$ cat config.mk
export PLATFORM = sky130hd
export DESIGN_NAME = mos_core
export DESIGN_NICKNAME = d
export VERILOG_FILES = /design/src/mos_core_pkg.sv /design/src/mos_isa_pkg.sv /design/src/mos_alu.sv /design/src/mos_core.sv /design/src/mos_decoder.sv /design/src/mos_sequencer.sv
export SDC_FILE = /design/constraint.sdc
export NUM_CORES = 1
export LEC_CHECK = 0
export CAP_MARGIN = 10
export CELL_PAD_IN_SITES_DETAIL_PLACEMENT = 1
export CELL_PAD_IN_SITES_GLOBAL_PLACEMENT = 1
export CORE_AREA = 5 5 109 111
export CTS_CLUSTER_DIAMETER = 30
export CTS_CLUSTER_SIZE = 16
export DETAILED_ROUTE_END_ITERATION = 6
export DIE_AREA = 0 0 114 116
export DONT_BUFFER_PORTS = 1
export PLACE_DENSITY = 0.9
export SETUP_SLACK_MARGIN = 0.2
export SYNTH_ARGS = -nofsm -noshare
export SYNTH_HDL_FRONTEND = slang
export SYNTH_SLANG_ARGS = --single-unit
$ cat constraint.sdc
create_clock -name clk -period 4.5 [get_ports clk]
set_clock_uncertainty 0.2 [all_clocks]
set_input_delay 0.45 -clock clk [delete_from_list [all_inputs] [get_ports clk]]
set_output_delay 0.45 -clock clk [all_outputs]
set_load 0.01 [all_outputs]
$ cat src/mos_core_pkg.sv
/* Sequencer states, ALU operations and instruction classes of the core */
`default_nettype none

package mos_core_pkg;

  localparam int unsigned STATE_W = 4;

  // ------------------------------
  // Sequencer
  // ------------------------------
  typedef enum logic [STATE_W-1:0] {
    RESET,
    VECTOR_1,
    VECTOR_2,
    FETCH,
    DECODE,
    ABS_1,
    ABS_2,
    ABS_3,
    ABS_4,
    HALT
  } state_e;

  // ------------------------------
  // Datapath
  // ------------------------------
  // RL rotates left through carry, SR shifts right with carry into bit 7
  typedef enum logic [2:0] {
    INC,
    DEC,
    SL,
    RL,
    SR
  } alu_op_e;

  typedef enum logic [1:0] {
    IMPLIED,
    JUMP_ABS,
    RMW_ABS,
    ILLEGAL
  } instr_class_e;

endpackage

`default_nettype wire

$ cat src/mos_isa_pkg.sv
/* 6502 subset: absolute JMP and read-modify-write, implied CLC and NOP only
   Opcode values are the standard NMOS encodings */
`default_nettype none

package mos_isa_pkg;

  // ------------------------------
  // Bus widths
  // ------------------------------
  localparam int unsigned ADDR_W = 16;
  localparam int unsigned DATA_W = 8;

  typedef logic [ADDR_W-1:0] addr_t;
  typedef logic [DATA_W-1:0] data_t;

  // ------------------------------
  // Vectors and lengths
  // ------------------------------
  // Reset vector, low byte first
  localparam addr_t RESET_LSB = 16'hFFFC;
  localparam addr_t RESET_MSB = 16'hFFFD;

  // Opcode plus two operand bytes
  localparam addr_t ABS_LEN = 16'd3;

  // ------------------------------
  // Opcodes
  // ------------------------------
  typedef enum logic [DATA_W-1:0] {
    // Absolute jump
    JMP_abs = 8'h4C,
    // Absolute read-modify-write group
    ASL_abs = 8'h0E,
    ROL_abs = 8'h2E,
    ROR_abs = 8'h6E,
    INC_abs = 8'hEE,
    DEC_abs = 8'hCE,
    // Implied, single byte
    CLC_imp = 8'h18,
    NOP_imp = 8'hEA
  } opcode_e;

endpackage

`default_nettype wire

$ cat src/mos_alu.sv
/* Combinational shift, rotate, increment and decrement unit
   Only the carry flag is produced; INC and DEC pass carry_in through */
`timescale 1ns/1ps
`default_nettype none

module mos_alu (
  input  wire mos_core_pkg::alu_op_e alu_op,
  input  wire mos_isa_pkg::data_t    alu_in,
  input  wire logic                  carry_in,
  output mos_isa_pkg::data_t         alu_out,
  output logic                       carry_out
);

  always_comb begin
    // Safe value for unused encodings
    alu_out   = alu_in;
    carry_out = carry_in;

    case (alu_op)
      // Wraps modulo 256, carry untouched
      mos_core_pkg::INC: alu_out = alu_in + 8'd1;
      mos_core_pkg::DEC: alu_out = alu_in - 8'd1;

      // Old bit 7 lands in carry
      mos_core_pkg::SL: begin
        {carry_out, alu_out} = {alu_in, 1'b0};
      end
      mos_core_pkg::RL: begin
        {carry_out, alu_out} = {alu_in, carry_in};
      end

      // ROR path, old bit 0 lands in carry
      // Only ROR selects SR so carry_in always belongs here
      mos_core_pkg::SR: begin
        {alu_out, carry_out} = {carry_in, alu_in};
      end

      default: begin
        alu_out   = alu_in;
        carry_out = carry_in;
      end
    endcase
  end

endmodule

`default_nettype wire

$ cat src/mos_core.sv
/* Core top: sequencer, decoder and ALU on a single-cycle memory bus
   No back-pressure, rd_data must follow address combinationally */
`timescale 1ns/1ps
`default_nettype none

module mos_core (
  input  wire logic               clk,
  input  wire logic               resetn,
  input  wire mos_isa_pkg::data_t rd_data,
  output mos_isa_pkg::addr_t      address,
  output mos_isa_pkg::data_t      wr_data,
  output logic                    wr_enable
);

  // Sequencer to decoder
  mos_isa_pkg::data_t         opcode;
  mos_core_pkg::instr_class_e instr_class;

  // Decoder straight to ALU
  mos_core_pkg::alu_op_e      alu_op;

  // ALU operand and result
  mos_isa_pkg::data_t         alu_in;
  mos_isa_pkg::data_t         alu_out;
  logic                       carry_in;
  logic                       carry_out;

  mos_sequencer u_sequencer (
    .clk         (clk),
    .resetn      (resetn),
    .rd_data     (rd_data),
    .instr_class (instr_class),
    .alu_out     (alu_out),
    .carry_out   (carry_out),
    .address     (address),
    .wr_data     (wr_data),
    .wr_enable   (wr_enable),
    .opcode      (opcode),
    .alu_in      (alu_in),
    .carry_in    (carry_in)
  );

  mos_decoder u_decoder (
    .opcode      (opcode),
    .instr_class (instr_class),
    .alu_op      (alu_op)
  );

  mos_alu u_alu (
    .alu_op    (alu_op),
    .alu_in    (alu_in),
    .carry_in  (carry_in),
    .alu_out   (alu_out),
    .carry_out (carry_out)
  );

endmodule

`default_nettype wire

$ cat src/mos_decoder.sv
/* Purely combinational; any opcode outside the kept subset decodes as ILLEGAL
   alu_op is only meaningful for the RMW class */
`timescale 1ns/1ps
`default_nettype none

module mos_decoder (
  input  wire mos_isa_pkg::data_t            opcode,
  output mos_core_pkg::instr_class_e         instr_class,
  output mos_core_pkg::alu_op_e              alu_op
);

  always_comb begin
    // Defaults cover every unlisted opcode
    instr_class = mos_core_pkg::ILLEGAL;
    alu_op      = mos_core_pkg::INC;

    case (opcode)
      mos_isa_pkg::JMP_abs: instr_class = mos_core_pkg::JUMP_ABS;

      // Memory RMW group
      mos_isa_pkg::ASL_abs: begin
        instr_class = mos_core_pkg::RMW_ABS;
        alu_op      = mos_core_pkg::SL;
      end
      mos_isa_pkg::ROL_abs: begin
        instr_class = mos_core_pkg::RMW_ABS;
        alu_op      = mos_core_pkg::RL;
      end
      // Right shift with carry fed into bit 7
      mos_isa_pkg::ROR_abs: begin
        instr_class = mos_core_pkg::RMW_ABS;
        alu_op      = mos_core_pkg::SR;
      end
      mos_isa_pkg::INC_abs: begin
        instr_class = mos_core_pkg::RMW_ABS;
        alu_op      = mos_core_pkg::INC;
      end
      mos_isa_pkg::DEC_abs: begin
        instr_class = mos_core_pkg::RMW_ABS;
        alu_op      = mos_core_pkg::DEC;
      end

      // Single byte instructions
      mos_isa_pkg::CLC_imp,
      mos_isa_pkg::NOP_imp: instr_class = mos_core_pkg::IMPLIED;

      default: instr_class = mos_core_pkg::ILLEGAL;
    endcase
  end

endmodule

`default_nettype wire

$ cat src/mos_sequencer.sv
/* One instruction at a time; memory must answer reads in the same cycle
   An illegal opcode halts the core until resetn is asserted */
`timescale 1ns/1ps
`default_nettype none

module mos_sequencer (
  input  wire logic                       clk,
  input  wire logic                       resetn,
  input  wire mos_isa_pkg::data_t         rd_data,
  input  wire mos_core_pkg::instr_class_e instr_class,
  input  wire mos_isa_pkg::data_t         alu_out,
  input  wire logic                       carry_out,
  output mos_isa_pkg::addr_t              address,
  output mos_isa_pkg::data_t              wr_data,
  output logic                            wr_enable,
  output mos_isa_pkg::data_t              opcode,
  output mos_isa_pkg::data_t              alu_in,
  output logic                            carry_in
);

  mos_core_pkg::state_e state;
  mos_core_pkg::state_e next_state;

  // Architectural and operand registers
  mos_isa_pkg::addr_t pc;
  mos_isa_pkg::data_t ir;
  mos_isa_pkg::data_t operand_lo;
  mos_isa_pkg::data_t operand_hi;
  logic               carry;

  assign opcode   = ir;
  assign carry_in = carry;

  // ------------------------------
  // Next state
  // ------------------------------
  always_comb begin
    next_state = state;
    case (state)
      mos_core_pkg::RESET:    next_state = mos_core_pkg::VECTOR_1;
      mos_core_pkg::VECTOR_1: next_state = mos_core_pkg::VECTOR_2;
      mos_core_pkg::VECTOR_2: next_state = mos_core_pkg::FETCH;
      mos_core_pkg::FETCH:    next_state = mos_core_pkg::DECODE;

      mos_core_pkg::DECODE: begin
        case (instr_class)
          mos_core_pkg::IMPLIED:  next_state = mos_core_pkg::FETCH;
          mos_core_pkg::JUMP_ABS,
          mos_core_pkg::RMW_ABS:  next_state = mos_core_pkg::ABS_1;
          default:                next_state = mos_core_pkg::HALT;
        endcase
      end

      // JMP is done once the high operand byte is in
      mos_core_pkg::ABS_1: begin
        if (instr_class == mos_core_pkg::JUMP_ABS) begin
          next_state = mos_core_pkg::FETCH;
        end else begin
          next_state = mos_core_pkg::ABS_2;
        end
      end

      mos_core_pkg::ABS_2: next_state = mos_core_pkg::ABS_3;
      mos_core_pkg::ABS_3: next_state = mos_core_pkg::ABS_4;
      mos_core_pkg::ABS_4: next_state = mos_core_pkg::FETCH;

      // Stuck until reset
      mos_core_pkg::HALT:  next_state = mos_core_pkg::HALT;
      default:             next_state = mos_core_pkg::HALT;
    endcase
  end

  // ------------------------------
  // Control and bus drive
  // ------------------------------
  always_ff @(posedge clk) begin
    if (!resetn) begin
      state     <= mos_core_pkg::RESET;
      // Vector low byte is presented during reset already
      address   <= mos_isa_pkg::RESET_LSB;
      wr_enable <= 1'b0;
      carry     <= 1'b0;
    end else begin
      state <= next_state;
      case (state)
        mos_core_pkg::VECTOR_1: address <= mos_isa_pkg::RESET_MSB;
        // Vector target becomes the first fetch address
        mos_core_pkg::VECTOR_2: address <= {rd_data, pc[7:0]};
        // Point at the byte after the opcode
        mos_core_pkg::FETCH:    address <= pc + 16'd1;

        mos_core_pkg::DECODE: begin
          case (instr_class)
            mos_core_pkg::IMPLIED: begin
              address <= pc + 16'd1;
              if (ir == mos_isa_pkg::CLC_imp) begin
                carry <= 1'b0;
              end
            end
            // Second operand byte
            mos_core_pkg::JUMP_ABS,
            mos_core_pkg::RMW_ABS: address <= pc + 16'd2;
            // Illegal, address frozen from here on
            default: begin
            end
          endcase
        end

        // Effective address, also the JMP target
        mos_core_pkg::ABS_1: address <= {rd_data, operand_lo};

        // Strobe lands in ABS_4
        mos_core_pkg::ABS_3: begin
          address   <= {operand_hi, operand_lo};
          wr_enable <= 1'b1;
        end

        mos_core_pkg::ABS_4: begin
          wr_enable <= 1'b0;
          address   <= pc + mos_isa_pkg::ABS_LEN;
          // ALU inputs still hold the ABS_3 values
          carry     <= carry_out;
        end

        default: begin
        end
      endcase
    end
  end

  // ------------------------------
  // Datapath registers
  // ------------------------------
  always_ff @(posedge clk) begin
    case (state)
      mos_core_pkg::VECTOR_1: pc[7:0]  <= rd_data;
      mos_core_pkg::VECTOR_2: pc[15:8] <= rd_data;
      mos_core_pkg::FETCH:    ir       <= rd_data;

      mos_core_pkg::DECODE: begin
        operand_lo <= rd_data;
        if (instr_class == mos_core_pkg::IMPLIED) begin
          pc <= pc + 16'd1;
        end
      end

      mos_core_pkg::ABS_1: begin
        operand_hi <= rd_data;
        if (instr_class == mos_core_pkg::JUMP_ABS) begin
          pc <= {rd_data, operand_lo};
        end
      end

      // Memory byte into the ALU, result out one cycle later
      mos_core_pkg::ABS_2: alu_in  <= rd_data;
      mos_core_pkg::ABS_3: wr_data <= alu_out;
      mos_core_pkg::ABS_4: pc      <= pc + mos_isa_pkg::ABS_LEN;

      default: begin
      end
    endcase
  end

  // ------------------------------
  // Checks
  // ------------------------------
  // Write strobe only in the last RMW cycle
  assert property (@(posedge clk) disable iff (!resetn)
    wr_enable |-> (state == mos_core_pkg::ABS_4))
    else $error("wr_enable high outside ABS_4");

  // Halted core keeps the bus still
  assert property (@(posedge clk) disable iff (!resetn)
    (state == mos_core_pkg::HALT) && resetn |=> $stable(address))
    else $error("address moved while halted");

endmodule

`default_nettype wire

## Word level (Yosys, flattened, before mapping)

Cells that the tools add are included.

- Memory bits (read-only): 0
- Output and inout port bits: 25
- Word-level logic and storage cells: 77
- Bits of input ports: 10
- Memories: 0
- Bits in registers: 78
- Bits in latches: 0
- RAM bits: 0

- Shift operators: 0
- Div/mod/pow operators: 0
- $mul: 0
- Add/subtract/negate cells: 5
- Eq/ne operators: 27
- Bitwise logic cells: 0
- Mux-type cells: 17
- Reductions and logical operators: 17
- $lt $le $gt $ge: 0

Operators by type and width:

| cell | count |
|---|---|
| $pmux 16 s7 | 1 |
| $pmux 8 s4 | 2 |
| $pmux 8 s5 | 1 |
| $add 16x2->16 const B | 2 |
| $mux 16 | 2 |
| $pmux 16 s2 | 1 |
| $pmux 4 s8 | 1 |
| $eq 8x8->1 const B | 3 |
| $add 16x1->16 const B | 1 |
| $eq 4x3->1 const B | 4 |
| $eq 8x7->1 const B | 2 |
| $pmux 3 s4 | 1 |
| $add 8x1->8 const B | 1 |
| $eq 4x2->1 const B | 2 |
| $eq 8x4->1 const B | 1 |
| $eq 8x5->1 const B | 1 |
| $eq 8x6->1 const B | 1 |
| $pmux 4 s2 | 1 |
| $reduce_bool 4->1 | 2 |
| $reduce_or 2->1 | 4 |
| $sub 8x1->8 const B | 1 |
| $reduce_bool 7->1 | 1 |
| $eq 3x2->1 const B | 2 |
| $ne 2x1->1 const B | 3 |
| 19 further kinds | 25 |

## Longest topological paths before layout

- Depth in word-level cells: 7
- Gate-level depth with buffers: 12
- Gate-level depth less buffers: 10

## By module

A second synthesis with hierarchy kept.

- Cell total of the unflattened synthesis: 611
- Area total of the unflattened synthesis: 5353.9 µm²

Modules (own cells, without submodules):

| module | cells each | sequential area each (µm²) | area an instance (µm²) | instances |
|---|---|---|---|---|
| mos_sequencer | 501 | 2122.0 | 4594.4 | 1 |
| mos_alu | 88 | 0.0 | 614.3 | 1 |
| mos_decoder | 22 | 0.0 | 145.1 | 1 |

## Worst setup path after synthesis

OpenSTA, ideal clock, no wires.

- Path type: register -> register
- Start: reg u_sequencer.ir[4] (netlist: u_sequencer.opcode[4])
- End: reg u_sequencer.wr_data[6] (data pin)
- Cell stages (with the launch flop): 10
- Clock period less this slack: 3.442 ns
- Slack: 1.058 ns
- Data arrival time: 2.970 ns
- Data required time: 4.028 ns
- Buffers on the path: 1
- Library setup time: 0.272 ns
- Cells stage by stage: edfxtp_1 -> nand4bb_1 -> clkbuf_1 -> nor4_1 -> ha_1 -> a211oi_1 -> o21bai_1 -> a2111oi_0 -> o31a_1 -> a211oi_1

- Longest elaborated chain between the ends: 4
- Elaborated cells on any way between the ends: 11
- Classes of those cells: eq/ne (8); mux (2); reduce/logical (1)

RTL lines:

| what | line | source |
|---|---|---|
| from (decl) | mos_sequencer.sv:26 | `mos_isa_pkg::data_t ir;` |
| from (signal assigned) | mos_sequencer.sv:138 | `mos_core_pkg::FETCH: ir <= rd_data;` |
| $eq 8x8->1, or another cell as far along | mos_decoder.sv:17 | `case (opcode)` |
| $pmux 3 s4 (*) | mos_decoder.sv:17 |  |
| $eq 3x3->1, or another cell as far along | mos_alu.sv:19 | `case (alu_op)` |
| $pmux 8 s5 (*) | mos_alu.sv:19 |  |
| via alu_out[6] | mos_core.sv:24 | `mos_isa_pkg::data_t alu_out;` |
| to (signal assigned) | mos_sequencer.sv:156 | `mos_core_pkg::ABS_3: wr_data <= alu_out;` |
| to (decl) | mos_sequencer.sv:14 | `output mos_isa_pkg::data_t wr_data,` |

The timed path passes the listed nets; every way through them passes the cells marked *.
A chain may end at the register's enable or synchronous reset.

## Worst setup path after layout

- Start: reg u_sequencer.ir[4] (netlist: u_sequencer.opcode[4])
- End: reg u_sequencer.address[14]

- Longest elaborated chain between the ends: 7
- Elaborated cells on any way between the ends: 19
- Classes of those cells: eq/ne (11); mux (3); reduce/logical (5)

RTL lines:

| what | line | source |
|---|---|---|
| $eq 8x4->1, or another cell as far along | mos_decoder.sv:17 |  |
| $reduce_or 5->1 (no source line) or $reduce_or 2->1 (tied branches) | -- |  |
| $pmux 2 s3 (*) | mos_decoder.sv:17 |  |
| $eq 2x2->1 or $eq 2x1->1 (tied branches) | mos_sequencer.sv:93 | `case (instr_class)` |
| $reduce_or 2->1 | mos_sequencer.sv:93 |  |
| $pmux 16 s2 or $ne 3x2->1 (tied branches) | -- |  |
| $pmux 16 s7 or $reduce_and 2->1 (tied branches) | -- |  |
| to (signal assigned) | mos_sequencer.sv:86 | `mos_core_pkg::VECTOR_1: address <= mos_isa_pkg::RESET_MSB;` |
| to (signal assigned) | mos_sequencer.sv:88 | `mos_core_pkg::VECTOR_2: address <= {rd_data, pc[7:0]};` |
| to (signal assigned) | mos_sequencer.sv:95 | `address <= pc + 16'd1;` |
| to (decl) | mos_sequencer.sv:13 | `output mos_isa_pkg::addr_t address,` |

Every way passes the cells marked *; elsewhere a longest branch is shown, timed or not.

==> flow_summary.json <==
{
  "synth_top_area_share_pct": 31.92,
  "dpl.cell_count": 685,
  "critPathArrivalTime_ns": 3.73,
  "crit_type": "flip-flop to flip-flop",
  "grt_overflow": 0,
  "drtPass1Iterations": 5,
  "numCtsBuffers": 9,
  "syn_area_mm2": 0.005269,
  "synthTopCellsByArea": "edfxtp_1, dfxtp_1, o21ai_0, xnor2_1, nand2_1",
  "rows": 38,
  "grt_use_met1_pct": 33.53,
  "met2_usage_pct": 43.60,
  "drive_gt1_share_pct": 6.842,
  "synth-edff-count": 56,
  "period_needed_ns": 3.671,
  "r2r_slack_ns": 0.83,
  "nFillCells": 1243,
  "final_nets": 588,
  "pre_cts_slack_ns": 0.8755,
  "finalInstanceArea_mm2": 0.005604,
  "cp-start-kind": "flip-flop",
  "busiest_layer": "met2",
  "finalSetupTns_ns": 0,
  "ys_ff_latch": 78,
  "cp_max_fo": 8,
  "synthCells": 584,
  "dieHeight_um": 116,
  "irDropWorstVdd_uv": 160.8,
  "die_width_um": 114,
  "synthDistinctLibCells": 71,
  "dieArea_mm2": 0.01322,
  "place_hpwl_mm": 11.67,
  "synth.area.mux_share_pct": 1.021,
  "ys_warn_count": 0,
  "grt_pass1_vias": 4924,
  "h-tree-depth": 3,
  "netSwitchingPower_uw": 486.2,
  "maxSlewHeadroom_pct": 26.74,
  "clk_path_buf_depth": 2,
  "timing.rr.end": "u_sequencer.address[14]",
  "async_reset_ff_share_pct": 0,
  "synth_compound_area_share_pct": 25.91,
  "start_util_pct": 49.25,
  "slew_viol_final": 0,
  "cts.clk_slew.worst_paths_ns": 0.09,
  "seqPwrFrac_pct": 51.8,
  "cts_tree": "yes",
  "cts.sinks": 78,
  "drtIter0Drc": 360,
  "p_int_uw": 1171,
  "crit_path_end_kind": "flip-flop",
  "hold_class": "input pin to flip-flop",
  "synth_top_family_by_area": "compound AO/OA/AOI/OAI gates",
  "min_from": "resetn",
  "seq_area_frac_synth_pct": 40.28,
  "clock.fmax_ghz": 0.2724,
  "fin_cells": 711,
  "grt_pass1_wl_mm": 27.60,
  "viasPerCell": 6.858,
  "route.detailed.drc": 0,
  "met3_usage_pct": 6.371,
  "fin_ws_ns": 0.8293,
  "ys.flop_type": "edfxtp_1",
  "grt_max_degree": 39,
  "area_delta_synth_final_pct": 6.364,
  "synth_fa_ha_area_share_pct": 3.230,
  "status": "completed",
  "wire_per_inst_um": 24.94,
  "reg2reg_from": "u_sequencer.opcode[4]",
  "avgSynthCellArea_um2": 9.022,
  "synth.top_cells.by_count": "edfxtp_1, o21ai_0, nand2_1",
  "synthesis.nets": 607,
  "hold_violations": 0,
  "pwr_density_cell_mw_per_mm2": 295.6,
  "min_period_over_period_pct": 81.57,
  "finalSetupViolCount": 0,
  "core_area_mm2": 0.01070,
  "crit_required_ns": 4.56,
  "track_usage_pct": 27.36,
  "tightestPinTransition_ns": 1.083,
  "placed_cell_area_mm2": 0.005319,
  "num_io_pins": 35,
  "yosys.area.top_type": "edfxtp_1",
  "holdPathStages": 1,
  "combPwrFrac_pct": 15.2,
  "ff2ff_path_depth": 10,
  "clock_latency_ns": 0.37,
  "yosys.area_share.simple_pct": 17.98,
  "clockRootBuffer": "clkbuf_8",
  "p_sw_share_pct": 29.35,
  "holdPathEnd": "u_sequencer.state[3]",
  "max-cap-violations": 0,
  "p_leak_uw": 0.001825,
  "final_antenna_net_count": 0,
  "post_cts_buffers": 0,
  "gp_congestion": 0.8970,
  "clock_power_share_pct": 32.9,
  "synth-xor-area-share_pct": 6.483,
  "port_buffers": 0,
  "rsz0062_at_grt": "no",
  "totalWireLength_mm": 17.73,
  "vias": 4876,
  "antenna_found_initial": 1
}
worst max path at each step:
stage / from / to / slack [ns] / cells past startpoint
floorplan: u_sequencer.opcode[4] / u_sequencer.wr_data[6] / 1.06 / 9
global placement: u_sequencer.opcode[4] / u_sequencer.address[4] / 1.13 / 10
detailed placement: u_sequencer.opcode[4] / u_sequencer.address[14] / 0.88 / 10
CTS: u_sequencer.opcode[4] / u_sequencer.address[14] / 0.87 / 10
global route: u_sequencer.opcode[6] / u_sequencer.address[8] / 0.64 / 9
finish: u_sequencer.opcode[4] / u_sequencer.address[14] / 0.83 / 10
worst max-delay path, stage by stage (launching register included):
cell	delay, ns
edfxtp_1	0.43
nand4bb_1	0.40
or3_1	0.44
a21oi_1	0.14
or2_2	0.13
ha_1	0.30
mux2i_1	0.25
nor3_1	0.58
a21oi_1	0.18
o22a_1	0.24
o32a_1	0.27
repair_timing:
| action | 4_1_cts | 5_1_grt |
|---|---|---|
| endpoints found under the hold margin | 35 | 0 |
| resized for setup | 0 | 0 |
| hold buffers | 9 | 0 |
| setup endpoints to repair | 0 | 0 |
cells by family after synthesis:
logic type,after synthesis
AOI/OAI and AO/OA,203
xor gates and xnor gates,39
adders and majority gates,13
buffers and inverters,63
DFF,78
muxes,5
and+or+nand+nor,183
routing by layer:
layer	wire, µm	vias to the layer above
li1	-	2176
met1	7076	2401
met2	8249	236
met3	1494	61
met4	903	2
met5	9	-
state kept, by name, indices dropped and copies added, names as in the netlist:
signal                  flops
u_sequencer.address        16
u_sequencer.alu_in          8
u_sequencer.carry_in        1
u_sequencer.opcode          8
u_sequencer.operand_hi      8
u_sequencer.operand_lo      8
u_sequencer.pc             16
u_sequencer.state           4
u_sequencer.wr_data         8
u_sequencer.wr_enable       1
layout by cell type, fill, tap and decap left out, types with 4 or more instances in the layout:
cell type / instances
buf_4: 11
ha_1: 12
o21bai_1: 4
or2_2: 5
nand2_1: 54
o211ai_1: 7
xor2_1: 13
inv_1: 13
nor2_1: 37
or3_1: 6
o22ai_1: 8
o21ai_0: 56
nand4_1: 7
o311ai_0: 4
o21a_1: 4
clkbuf_8: 10
dlygate4sd3_1: 9
a211oi_1: 4
nand2b_1: 4
nor3_1: 16
nor3b_1: 4
o22a_1: 4
and2_1: 4
nand3_1: 12
a31oi_1: 4
o32a_1: 12
dfxtp_1: 22
nor2b_1: 5
o221ai_1: 4
o31ai_1: 8
a221o_1: 9
nor4_1: 8
edfxtp_1: 56
xnor2_1: 26
a21o_1: 5
a22oi_1: 10
a21oi_1: 38
through the flow:
step,power (µW),hold WS (ns),utilization (%)
after floorplan,1041,0.2455,-
after CTS,1653,0.006047,52.36
after global routing,1712,0.008143,52.36
final,1657,0.01564,52.39
after detailed placement,1104,0.2973,49.72
after global placement,1090,0.2751,49.72
power by group through the flow:
stage	Sequential (µW)	Clock, µW	Combinational (µW)
after global routing	864	576	272
final	859	545	253
after detailed placement	873	0	231
after global placement	871	0	219
after CTS	857	547	248
after floorplan	840	0	200
layout make-up:
class	count	area [µm²]	area share [%]
timing repair buffer	20	172.7	3.081
antenna	1	2.502	0.04465
inverter	13	48.80	0.8707
clock inverter	4	47.55	0.8484
multi-input combinational	443	2890	51.57
clock buffer	12	145.1	2.590
sequential	78	2122	37.87
tap	140	175.2	3.126
No activity file was read; power rests on OpenSTA's default activity.
